[src/rtl/thread_ctrl_cfg.svh]
// ==========================================================================
// Thread controller configuration: slot count, index and pc widths, boot pc
// ==========================================================================

`ifndef THREAD_CTRL_CFG_SVH
`define THREAD_CTRL_CFG_SVH

// Number of hardware thread slots
`define THREAD_NUM 8

// Bits needed to name one slot, log2 of THREAD_NUM
`define THREAD_W 3

// Program counter width
`define PC_W 32

// Thread 0 starts here after reset
`define START_PC 32'h0000_1000

`endif
[src/rtl/thread_pkg.sv]
// ==========================================================================
// Thread controller types: thread index, thread vector, pc, command, pc write
// ==========================================================================

`include "thread_ctrl_cfg.svh"

package thread_pkg;

    typedef logic [`THREAD_W-1:0]   trd_idx_t;     // Slot number
    typedef logic [`THREAD_NUM-1:0] trd_vec_t;     // One bit per slot
    typedef logic [`PC_W-1:0]       pc_t;

    // One thread command, at most one strobe high per cycle
    // Priority if several are set: init, kill, slp, wake
    typedef struct packed {
        logic     init;                            // Create a thread in a free slot
        logic     kill;                            // Remove the target thread
        logic     slp;                             // Put the target to sleep
        logic     wake;                            // Resume the target
        trd_idx_t act_trd;                         // Thread issuing the command
        trd_idx_t obj_trd;                         // Target of kill, slp or wake
        pc_t      new_pc;                          // Entry pc of a created thread
    } trd_cmd_t;

    // Program counter update for one thread
    typedef struct packed {
        logic     wr;                              // Write strobe
        trd_idx_t trd;                             // Thread whose pc is written
        pc_t      pc;                              // New pc value
    } pc_wr_t;

endpackage

[src/rtl/thread_ctrl.sv]
// ==========================================================================
// Fetch-stage thread controller: eight state registers, allocator, scheduler
// ==========================================================================

`timescale 1ns/1ps

`include "thread_ctrl_cfg.svh"

module thread_ctrl (
    input  logic                 clk,
    input  logic                 rst_n,
    input  thread_pkg::trd_cmd_t cmd,              // Single-cycle thread command
    input  thread_pkg::pc_wr_t   pc_upd,           // Pc write into one thread
    input  logic                 atomic,           // Keep the current thread
    input  logic                 stall,            // Freeze thread and pc view
    output thread_pkg::trd_idx_t cur_trd,
    output thread_pkg::trd_idx_t nxt_trd,
    output thread_pkg::trd_idx_t new_trd,          // Slot the next init would take
    output thread_pkg::trd_vec_t valid_trd,
    output thread_pkg::trd_vec_t run_trd,
    output logic                 trd_full,
    output logic                 invalid_op,       // Command refused by its target
    output logic                 error,            // Init while all slots are used
    output thread_pkg::pc_t      cur_pc
);

    import thread_pkg::*;

    trd_idx_t obj_trd;
    logic     init_ok;
    trd_cmd_t csr_cmd;
    trd_vec_t refuse;
    pc_t      trd_pc [`THREAD_NUM];
    pc_t      last_pc;
    pc_t      sel_pc;

    thread_alloc i_alloc (
        .valid_trd (valid_trd),
        .init      (cmd.init),
        .obj_in    (cmd.obj_trd),
        .new_trd   (new_trd),
        .obj_trd   (obj_trd),
        .trd_full  (trd_full),
        .init_ok   (init_ok),
        .error     (error)
    );

    // Command as seen by the state registers
    // Init takes priority, so a raised init blocks kill, slp and wake
    // even when it is dropped for overflow
    always_comb begin
        csr_cmd         = cmd;
        csr_cmd.init    = init_ok;
        csr_cmd.kill    = cmd.kill & ~cmd.init;
        csr_cmd.slp     = cmd.slp & ~cmd.init & ~cmd.kill;
        csr_cmd.wake    = cmd.wake & ~cmd.init & ~cmd.kill & ~cmd.slp;
        csr_cmd.obj_trd = obj_trd;
    end

    for (genvar i = 0; i < `THREAD_NUM; i++) begin : g_csr
        thread_csr #(
            .THREAD_ID (i)
        ) i_csr (
            .clk     (clk),
            .rst_n   (rst_n),
            .cmd     (csr_cmd),
            .pc_upd  (pc_upd),
            .valid   (valid_trd[i]),
            .running (run_trd[i]),
            .par_trd (),                               // Checked locally in each register
            .pc      (trd_pc[i]),
            .refuse  (refuse[i])
        );
    end

    assign invalid_op = |refuse;

    thread_sched i_sched (
        .clk     (clk),
        .rst_n   (rst_n),
        .run_trd (run_trd),
        .hold    (atomic | stall),
        .cur_trd (cur_trd),
        .nxt_trd (nxt_trd)
    );

    assign sel_pc = trd_pc[cur_trd];

    // Last shown pc, replayed while stalled
    always_ff @(posedge clk or negedge rst_n) begin
        if (!rst_n) begin
            last_pc <= `START_PC;
        end else begin
            last_pc <= cur_pc;
        end
    end

    assign cur_pc = stall ? last_pc : sel_pc;

endmodule

[src/rtl/thread_alloc.sv]
// ==========================================================================
// Free-slot search, full and overflow flags, command target selection
// ==========================================================================

`timescale 1ns/1ps

`include "thread_ctrl_cfg.svh"

module thread_alloc (
    input  thread_pkg::trd_vec_t valid_trd,
    input  logic                 init,
    input  thread_pkg::trd_idx_t obj_in,           // Target named by the command
    output thread_pkg::trd_idx_t new_trd,          // Lowest free slot
    output thread_pkg::trd_idx_t obj_trd,          // Target seen by the state registers
    output logic                 trd_full,
    output logic                 init_ok,
    output logic                 error             // Init with no free slot
);

    import thread_pkg::*;

    trd_idx_t free_idx;

    // Priority search from the top so the lowest free slot wins
    always_comb begin
        free_idx = '0;
        for (int i = `THREAD_NUM - 1; i >= 0; i--) begin
            if (!valid_trd[i]) begin
                free_idx = trd_idx_t'(i);
            end
        end
    end

    assign new_trd  = free_idx;
    assign trd_full = &valid_trd;
    assign error    = init & trd_full;
    assign init_ok  = init & ~trd_full;
    assign obj_trd  = init ? free_idx : obj_in;

endmodule

[src/rtl/thread_sched.sv]
// ==========================================================================
// Round-robin search for the next running thread and current-thread register
// ==========================================================================

`timescale 1ns/1ps

`include "thread_ctrl_cfg.svh"

module thread_sched (
    input  logic                 clk,
    input  logic                 rst_n,
    input  thread_pkg::trd_vec_t run_trd,
    input  logic                 hold,             // Atomic or stall
    output thread_pkg::trd_idx_t cur_trd,
    output thread_pkg::trd_idx_t nxt_trd
);

    import thread_pkg::*;

    localparam int N = `THREAD_NUM;

    logic [2*N-1:0]   run_dbl;
    logic [N-1:0]     run_rot;
    logic [`THREAD_W:0] start;
    trd_idx_t         off;
    logic             found;

    // Doubling the vector turns the circular search into a plain slice
    assign run_dbl = {run_trd, run_trd};
    assign start   = {1'b0, cur_trd} + 1'b1;       // One past the current thread
    assign run_rot = run_dbl[start +: N];          // Bit k is slot cur_trd+1+k

    // Lowest set bit of the rotated vector
    always_comb begin
        off   = '0;
        found = 1'b0;
        for (int i = N - 1; i >= 0; i--) begin
            if (run_rot[i]) begin
                off   = trd_idx_t'(i);
                found = 1'b1;
            end
        end
    end

    // Sole running thread lands at offset N-1, which wraps back to cur_trd
    assign nxt_trd = found ? trd_idx_t'(start + off) : cur_trd;

    always_ff @(posedge clk or negedge rst_n) begin
        if (!rst_n) begin
            cur_trd <= '0;
        end else if (!hold) begin
            cur_trd <= nxt_trd;
        end
    end

endmodule

[src/rtl/thread_csr.sv]
// ==========================================================================
// Per-thread state register: valid, running, parent, pc and permission check
// ==========================================================================

`timescale 1ns/1ps

`include "thread_ctrl_cfg.svh"

module thread_csr #(
    parameter int THREAD_ID = 0
) (
    input  logic                 clk,
    input  logic                 rst_n,
    input  thread_pkg::trd_cmd_t cmd,              // Target already resolved
    input  thread_pkg::pc_wr_t   pc_upd,
    output logic                 valid,
    output logic                 running,
    output thread_pkg::trd_idx_t par_trd,          // Thread that created this one
    output thread_pkg::pc_t      pc,
    output logic                 refuse            // Kill, slp or wake not allowed
);

    import thread_pkg::*;

    localparam trd_idx_t MY_ID  = trd_idx_t'(THREAD_ID);
    localparam logic     RST_ON = (THREAD_ID == 0);  // Only thread 0 boots alive
    localparam pc_t      RST_PC = (THREAD_ID == 0) ? `START_PC : pc_t'(0);

    logic hit;
    logic ctl_op;
    logic allowed;
    logic pc_hit;

    assign hit    = (cmd.obj_trd == MY_ID);
    assign ctl_op = cmd.kill | cmd.slp | cmd.wake;

    // A live thread may be controlled by itself or by its parent
    assign allowed = valid & ((cmd.act_trd == MY_ID) | (cmd.act_trd == par_trd));

    assign refuse = hit & ~cmd.init & ctl_op & ~allowed;
    assign pc_hit = pc_upd.wr & (pc_upd.trd == MY_ID);

    always_ff @(posedge clk or negedge rst_n) begin
        if (!rst_n) begin
            valid   <= RST_ON;
            running <= RST_ON;
            par_trd <= '0;
        end else if (hit) begin
            if (cmd.init) begin
                valid   <= 1'b1;
                running <= 1'b1;
                par_trd <= cmd.act_trd;                // Creator becomes the parent
            end else if (allowed) begin
                if (cmd.kill) begin
                    valid   <= 1'b0;
                    running <= 1'b0;
                end else if (cmd.slp) begin
                    running <= 1'b0;
                end else if (cmd.wake) begin
                    running <= 1'b1;
                end
            end
        end
    end

    // Entry pc from init wins over a pc write in the same cycle
    always_ff @(posedge clk or negedge rst_n) begin
        if (!rst_n) begin
            pc <= RST_PC;
        end else if (hit & cmd.init) begin
            pc <= cmd.new_pc;
        end else if (pc_hit) begin
            pc <= pc_upd.pc;
        end
    end

endmodule

[config.mk]
export PLATFORM = sky130hd
export DESIGN_NAME = thread_ctrl
export DESIGN_NICKNAME = d
export VERILOG_FILES = /design/src/rtl/thread_pkg.sv /design/src/rtl/thread_ctrl.sv /design/src/rtl/thread_alloc.sv /design/src/rtl/thread_sched.sv /design/src/rtl/thread_csr.sv
export VERILOG_INCLUDE_DIRS = /design/src /design/src/rtl
export SDC_FILE = /design/constraint.sdc
export NUM_CORES = 1
export LEC_CHECK = 0
export ABC_CLOCK_PERIOD_IN_PS = 4070
export BUFFER_PORTS_ARGS = -buffer_cell sky130_fd_sc_hd__buf_2
export CAP_MARGIN = 20
export CORE_ASPECT_RATIO = 0.8
export CORE_MARGIN = 2
export CORE_UTILIZATION = 35
export CTS_BUF_LIST = sky130_fd_sc_hd__clkbuf_4 sky130_fd_sc_hd__clkbuf_8
export DETAILED_ROUTE_END_ITERATION = 16
export PLACE_DENSITY_LB_ADDON = 0.2
export SYNTH_ARGS = -nofsm -noshare
export SYNTH_HDL_FRONTEND = slang
export SYNTH_HIERARCHICAL = 1
export SYNTH_SLANG_ARGS = --single-unit
[constraint.sdc]
create_clock -name clk -period 4.07 [get_ports clk]
set_input_delay 0.6105 -clock clk [delete_from_list [all_inputs] [get_ports clk]]
set_output_delay 0.6105 -clock clk [all_outputs]
set_load 0.005 [all_outputs]
==> results.sh, run 1 <==
export IMPL_detail_route_antenna_nets=0
export IMPL_core_sq_mm=0.0537
export IMPL_final_nets=2105
export IMPL_worstPathCellList="buf_12 -> buf_6 -> mux4_2 -> a21oi_2 -> a21oi_2 -> a21oi_1 -> o32a_1 -> ha_2 -> fa_2 -> xnor2_4 -> o41ai_4 -> mux2i_1 -> xnor2_1 -> buf_2"
export IMPL_cts_buffers=59
export IMPL_path_common_cell="a21oi_2"
export IMPL_yosysWarnings=6
export IMPL_cap_violations=0
export IMPL_num_io_pins=142
export IMPL_cts_root_buffer="clkbuf_8"
export IMPL_final_cell_mix="328 x mux2i_1, 325 x dfrtp_1, 209 x nand2_1"
export IMPL_vias=14900
export IMPL_die_area_sq_mm=0.0562
export IMPL_yosysSeqAreaShare=0.436
export IMPL_clockBufferDepth=3
export IMPL_synth_distinct_cells=98
export IMPL_fin_crit_sh=1.04
export IMPL_die_h_um=212
export IMPL_routed_via_density=5.38
export IMPL_start_util=0.354
export IMPL_power_density_mw_per_mm2=800
export IMPL_syn_area_sq_mm=0.0190
export IMPL_critPathSlowestCell="dfrtp_2"
export IMPL_end_kind="primary output"
export IMPL_grt_pass1_vias=14700
export IMPL_path_delay_family="compound AO/OA/AOI/OAI gates"
export IMPL_required_ns=3.46
export IMPL_timing_critical_path_from_type="flip-flop"
export IMPL_syn_to_final_growth_pct=15.7
export IMPL_syn_num_nets=1969
export IMPL_synth_main_ff_cell="dfrtp_1"
export IMPL_synth_edf_count=0
export IMPL_gp_congestion=0.830
export IMPL_final_common_cell="mux2i_1"
export IMPL_crit_fanout=6
export IMPL_violations="negative setup slack"
export IMPL_multiInputGateArea_sq_mm=0.0101
export IMPL_timing_setup_tns_ns=-0.178
export IMPL_wl_per_cell_um=20.7
export IMPL_grt_ovfl_total=0
export IMPL_grt_max_degree=129
export IMPL_dr_pass1_iters=5
export IMPL_ir_drop_uv=437
export IMPL_finalHoldViolCount=0
export IMPL_dieWidth_um=265
export IMPL_first_iter_violations=1043
export IMPL_cts_tree="yes"
export IMPL_hold_path_class="input pin to flip-flop"
export IMPL_fmax_mhz=236
export IMPL_htree_levels=2
export IMPL_register_area_sq_mm=0.00829
export IMPL_fin_crit_ns=4.23
export IMPL_drc=0
export IMPL_p_leak_nw=9.85
export IMPL_setup_ws_ns=-0.161
export IMPL_grt_use_total=0.202
export IMPL_critical_path_buf_inv_count=3
export IMPL_crit_arrival_ns=3.62
export IMPL_worstMarginPinSlew_ns=1.10
export IMPL_fin_util=0.409
export IMPL_status="finished with violations"
export IMPL_synth_area_per_cell_sq_um=10.1
export IMPL_place_hpwl_um=32900
export IMPL_yosys_register_bits=331
export IMPL_worstSetupPathType="flip-flop to primary output"
export IMPL_rsz0062_at_grt="true"
export IMPL_grt_pass1_wl_um=87900
export IMPL_maxSlewHeadroom=0.264
export IMPL_async_flop_share=1.00
export IMPL_rows=76
export IMPL_drt_wl_total_um=57400
export IMPL_fin_skew_ns=0.0620
export IMPL_fillers=5209
export IMPL_clkLatencyLatePin_ns=0.69
export IMPL_hold_ws_ns=0.201
export IMPL_layout_drive_gt1_share=0.251
export IMPL_clk_transition_reported_paths_ns=0.07
export IMPL_setup_viol=2
export IMPL_io_buffer_count=141
export IMPL_numClockSinks=331
export IMPL_slowest_delay_ns=0.48
export IMPL_antenna_found_initial=9
export IMPL_drv_slew=0
export IMPL_syn_inst=1884
==> metal layers <==
| layer | up-vias | part of all wire | track usage | wire (um) |
|---|---|---|---|---|
| li1 | 7097 | - | - | - |
| met1 | 7407 | 0.46 | 0.271 | 26300 |
| met2 | 337 | 0.47 | 0.333 | 27000 |
| met3 | 87 | 0.052 | 0.0395 | 2990 |
| met4 | 10 | 0.018 | 0.0537 | 1060 |
| met5 | - | 0.0011 | 0 | 66 |
==> worst reg2reg max path: stages, from the launching register on <==
cell and delay, ns:
dfrtp_2 0.48, buf_12 0.18, buf_6 0.13, mux4_2 0.34, a21oi_2 0.04, a21oi_2 0.14, a21oi_1 0.08, o32a_1 0.30
ha_2 0.19, fa_2 0.38, xnor2_4 0.16, buf_4 0.15, a2111oi_0 0.40, a31o_2 0.18, a2111oi_2 0.04
==> per-stage QoR <==
| step | worst slack, ns | std cells | total power, mW | instance area, sq um |
|---|---|---|---|---|
| 5_1_grt | -0.371 | 2774 | 18.9 | 22000 |
| 4_1_cts | -0.238 | 2771 | 17.7 | 22000 |
| 2_1_floorplan | 0.255 | 1884 | 11.5 | 19000 |
| 6_report | -0.161 | 2775 | 17.6 | 22000 |
| 3_5_place_dp | 0.171 | 2649 | 13.7 | 20400 |
| 3_3_place_gp | 0.219 | 2649 | 13.5 | 20400 |
==> power breakdown <==
group	leakage, nW	switching (mW)	internal, mW	total [mW]
Clock	0.729	1.51	2.05	3.56
Sequential	3.95	1.01	4.95	5.96
Combinational	5.17	4.22	3.86	8.09
Total	9.85	6.74	10.9	17.6
==> sequential cells by signal, summed over array words and instances, names as in the netlist <==
signal               cells
last_pc                 32
g_csr.i_csr/pc         256
g_csr.i_csr/par_trd     24
g_csr.i_csr/valid        8
i_sched/cur_trd          3
g_csr.i_csr/running      8
==> Yosys cell counts, types with 4 or more instances <==
cell / number / area [sq um]
a2111oi_0: 4 / 35.0
a211o_1: 6 / 52.6
a21o_1: 5 / 37.5
a21oi_1: 158 / 791
a221oi_2: 5 / 75.1
a22o_1: 32 / 280
a31oi_1: 4 / 25.0
and2_1: 5 / 31.3
buf_1: 15 / 56.3
buf_12: 4 / 80.1
buf_2: 30 / 150
buf_4: 11 / 82.6
buf_6: 14 / 158
clkbuf_1: 48 / 180
clkbuf_2: 4 / 20.0
dfrtp_1: 327 / 8180
dfstp_2: 4 / 105
inv_1: 15 / 56.3
mux2_2: 92 / 1040
mux2i_1: 332 / 3320
nand2_1: 214 / 803
nand2b_1: 4 / 25.0
nand3_1: 6 / 30.0
nor2_1: 174 / 653
nor2b_1: 7 / 43.8
nor3_1: 20 / 100
nor3b_1: 7 / 52.6
nor4_1: 12 / 75.1
nor4b_1: 4 / 35.0
o21ai_0: 133 / 666
o21ai_1: 19 / 95.1
o22ai_1: 34 / 213
o31ai_2: 32 / 400
xnor2_1: 6 / 52.6
==> cells by family (layout without fill, tap and decap cells) <==
family / after synthesis / after routing / synth area share
compound gates: 471 / 471 / 0.162
xor+xnor: 9 / 9 / 0.00415
fa+ha+maj: 3 / 3 / 0.00237
buf+inv: 147 / 332 / 0.0442
flops: 331 / 331 / 0.436
mux: 430 / 430 / 0.236
other cells: 0 / 4 / 0
simple gates: 493 / 493 / 0.116
==> path summary, 6_finish.rpt <==
kind / slack, ns / endpoint / startpoint / cells past startpoint
setup / recovery: -0.16 / nxt_trd[2] / i_sched/cur_trd[1]$_DFFE_PN0N_ / 14
setup reg to reg: 0.77 / i_sched/cur_trd[2]$_DFFE_PN0N_ / i_sched/cur_trd[1]$_DFFE_PN0N_ / 14
max in group asynchronous: 2.51 / last_pc[6]$_DFF_PN0_ / rst_n / 3
min in group asynchronous: 0.53 / g_csr[0].i_csr/pc[15]$_DFFE_PN0P_ / rst_n / 2
hold / removal: 0.20 / g_csr[0].i_csr/pc[12]$_DFFE_PN1P_ / cmd[12] / 3
hold reg to reg: 0.48 / last_pc[8]$_DFF_PN0_ / last_pc[8]$_DFF_PN0_ / 2
==> area by class of cell <==
type	instances	share of cell area
Multi-Input combinational cell	1406	0.457
Antenna cell	4	0.000455
Tap cell	702	0.0399
Inverter	17	0.00290
Clock inverter	12	0.00569
Timing Repair Buffer	205	0.0602
Clock buffer	98	0.0565
Sequential cell	331	0.377
==> repair_timing <==
item / CTS / global route
gates cloned: 2 / 0
pin swaps: 9 / 2
hold buffers: 1 / 0
hold endpoints to repair: 75 / 0
gates resized for setup: 23 / 7
setup buffers: 9 / 0
endpoints found under the setup margin: 2 / 3
Power figures use the tool's default switching activity.
==> inputs of run 2 (changes only) <==
--- a/config.mk
+++ b/config.mk
@@ -14,6 +14,7 @@
 export CORE_UTILIZATION = 35
 export CTS_BUF_LIST = sky130_fd_sc_hd__clkbuf_4 sky130_fd_sc_hd__clkbuf_8
 export DETAILED_ROUTE_END_ITERATION = 16
+export GPL_TIMING_DRIVEN = 0
 export PLACE_DENSITY_LB_ADDON = 0.2
 export SYNTH_ARGS = -nofsm -noshare
 export SYNTH_HDL_FRONTEND = slang
==> run 2 against run 1 <==
  * The flow still finishes with violations (negative setup slack)
  * Utilization rose by 0.68 points
  * Fmax decreased by 3.8%
  * Register-to-register slack got worse by 0.06 ns
  * Non-clock buffer count up 86
  * Critical path type unchanged
  * Highest routed layer unchanged
==> results.sh, run 2 (synthesis gave the netlist of run 1 again) <==
export IMPL_register_area_sq_mm=0.00829
export IMPL_die_area_sq_mm=0.0562
export IMPL_rows=76
export IMPL_dieWidth_um=265
export IMPL_reg_largest_list="g_csr.i_csr/pc x256, last_pc x32, g_csr.i_csr/par_trd x24"
export IMPL_place_hpwl_um=45000
export IMPL_antenna_found_initial=8
export IMPL_grt_pass1_vias=15700
export IMPL_p_leak_nw=10.0
export IMPL_fin_skew_ns=0.0266
export IMPL_crit_fanout=8
export IMPL_critPathSlowestCell="dfrtp_2"
export IMPL_drv_slew=0
export IMPL_drt_wl_total_um=67600
export IMPL_power_density_mw_per_mm2=813
export IMPL_htree_levels=2
export IMPL_finalHoldViolCount=0
export IMPL_slowest_delay_ns=0.39
export IMPL_layout_drive_gt1_share=0.248
export IMPL_cts_tree="yes"
export IMPL_placed_cell_area_sq_mm=0.0207
export IMPL_reg2regPathDepth=8
export IMPL_vias=15900
export IMPL_wl_per_cell_um=23.6
export IMPL_setup_ws_ns=-0.329
export IMPL_first_iter_violations=1247
export IMPL_end_kind="primary output"
export IMPL_fmax_mhz=227
export IMPL_rsz0062_at_grt="true"
export IMPL_critPathLaunch="i_sched/cur_trd[1]$_DFFE_PN0N_"
export IMPL_dr_pass1_iters=5
export IMPL_clk_transition_reported_paths_ns=0.06
export IMPL_p_total_mw=18.2
export IMPL_syn_to_final_growth_pct=17.6
export IMPL_worstPathCellList="buf_6 -> buf_8 -> buf_12 -> mux2i_4 -> mux2i_2 -> nand2b_4 -> and3_4 -> o32a_1 -> ha_2 -> fa_2 -> xnor2_4 -> o41ai_4 -> mux2i_1 -> xnor2_1 -> buf_2"
export IMPL_setup_viol=2
export IMPL_hold_path_class="input pin to flip-flop"
export IMPL_timing_critical_path_from_type="flip-flop"
export IMPL_gp_congestion=0.837
export IMPL_grt_pass1_wl_um=100000
export IMPL_fillers=5156
export IMPL_fin_crit_ns=4.40
export IMPL_r2r_slack_ns=0.71
export IMPL_cts_buffers=58
export IMPL_critical_path_buf_inv_count=4
export IMPL_fin_area_sq_mm=0.0224
export IMPL_start_util=0.354
export IMPL_cap_violations=0
export IMPL_crit_path_end="nxt_trd[2]"
export IMPL_final_cell_mix="326 x mux2i_1, 326 x dfrtp_1, 214 x nand2_1"
export IMPL_r2r_start="g_csr[2].i_csr/valid$_DFFE_PN0P_"
export IMPL_clkLatencyLatePin_ns=0.66
export IMPL_crit_arrival_ns=3.79
export IMPL_grt_max_degree=115
export IMPL_status="finished with violations"
export IMPL_path_delay_family="adder cells"
export IMPL_largest_reg_flops=256
export IMPL_required_ns=3.46
export IMPL_routed_via_density=5.57
export IMPL_multiInputGateArea_sq_mm=0.0100
export IMPL_numClockSinks=331
export IMPL_io_buffer_count=140
export IMPL_final_nets=2190
export IMPL_drc=0
export IMPL_fin_crit_sh=1.08
export IMPL_crit_cells=15
export IMPL_die_h_um=212
export IMPL_worstMarginPinSlew_ns=1.11
export IMPL_num_io_pins=142
export IMPL_detail_route_antenna_nets=0
export IMPL_ir_drop_uv=296
export IMPL_maxSlewHeadroom=0.259
export IMPL_cts_root_buffer="clkbuf_8"
export IMPL_grt_ovfl_total=0
export IMPL_worstSetupPathType="flip-flop to primary output"
export IMPL_core_sq_mm=0.0537
export IMPL_regToRegEndpoint="g_csr[7].i_csr/valid$_DFFE_PN0P_"
export IMPL_top_register="g_csr.i_csr/pc"
export IMPL_dp_slack_ns=-0.444
export IMPL_grt_use_total=0.237
export IMPL_violations="negative setup slack"
export IMPL_clockBufferDepth=3
[run 2: worst reg2reg max path: cells and delay by family (launching register included)]
family,cells,cell delay (ns)
AO/OA/AOI/OAI,3,0.76
AND/OR/NAND/NOR,3,0.70
buffers and inverters,2,1.17
flip-flops,1,0.55
[run 2: through the flow]
stage	setup TNS [ns]	cells	util	hold WS, ns
after floorplan	0	1884	-	0.315
after global placement	-1461.53	2726	0.383	0.464
after detailed placement	-0.444	2731	0.386	0.461
after CTS	-0.437	2849	0.414	0.204
after global routing	-0.606	2858	0.416	0.266
final	-0.358	2859	0.416	0.259
[run 2: timing repair]
item	in CTS	in global routing
setup buffers	10	4
endpoints found under the setup margin	5	4
endpoints found under the hold margin	49	0
gates resized for setup	21	20
hold buffers	1	0
pin swaps	7	2
[run 2: worst min-delay path by stage]
stage,startpoint,end,slack (ns),cells past startpoint
after CTS,cmd[12],g_csr[0].i_csr/pc[12]$_DFFE_PN1P_,0.20,3
after detailed placement,last_pc[21]$_DFF_PN0_,last_pc[21]$_DFF_PN0_,0.46,2
after global placement,last_pc[17]$_DFF_PN0_,last_pc[17]$_DFF_PN0_,0.46,2
after global routing,cmd[20],g_csr[1].i_csr/pc[20]$_DFFE_PN0P_,0.27,3
after floorplan,rst_n,g_csr[0].i_csr/par_trd[0]$_DFFE_PN0P_,0.31,0
final,cmd[12],g_csr[0].i_csr/pc[12]$_DFFE_PN1P_,0.26,3
[run 2: layout make-up]
cell class	count	area share
Antenna cell	5	0.000559
Buffer	130	0.0353
Clock buffer	101	0.0566
Clock inverter	6	0.00257
Inverter	17	0.00285
Multi-Input combinational cell	1406	0.449
Sequential cell	331	0.371
Tap cell	702	0.0393
Timing Repair Buffer	161	0.0431
[run 2: where the power goes]
part | internal (mW) | switching, mW | total [mW]
clock network | 2.00 | 1.46 | 3.46
logic | 4.03 | 4.66 | 8.70
registers | 4.95 | 1.07 | 6.02
[run 2: per-layer routing]
metal,vias to the layer above,track usage,wire length (um)
li1,7277,-,-
met1,7962,0.329,31000
met2,563,0.365,30000
met3,125,0.0495,4430
met4,6,0.0876,2100
met5,-,0,41
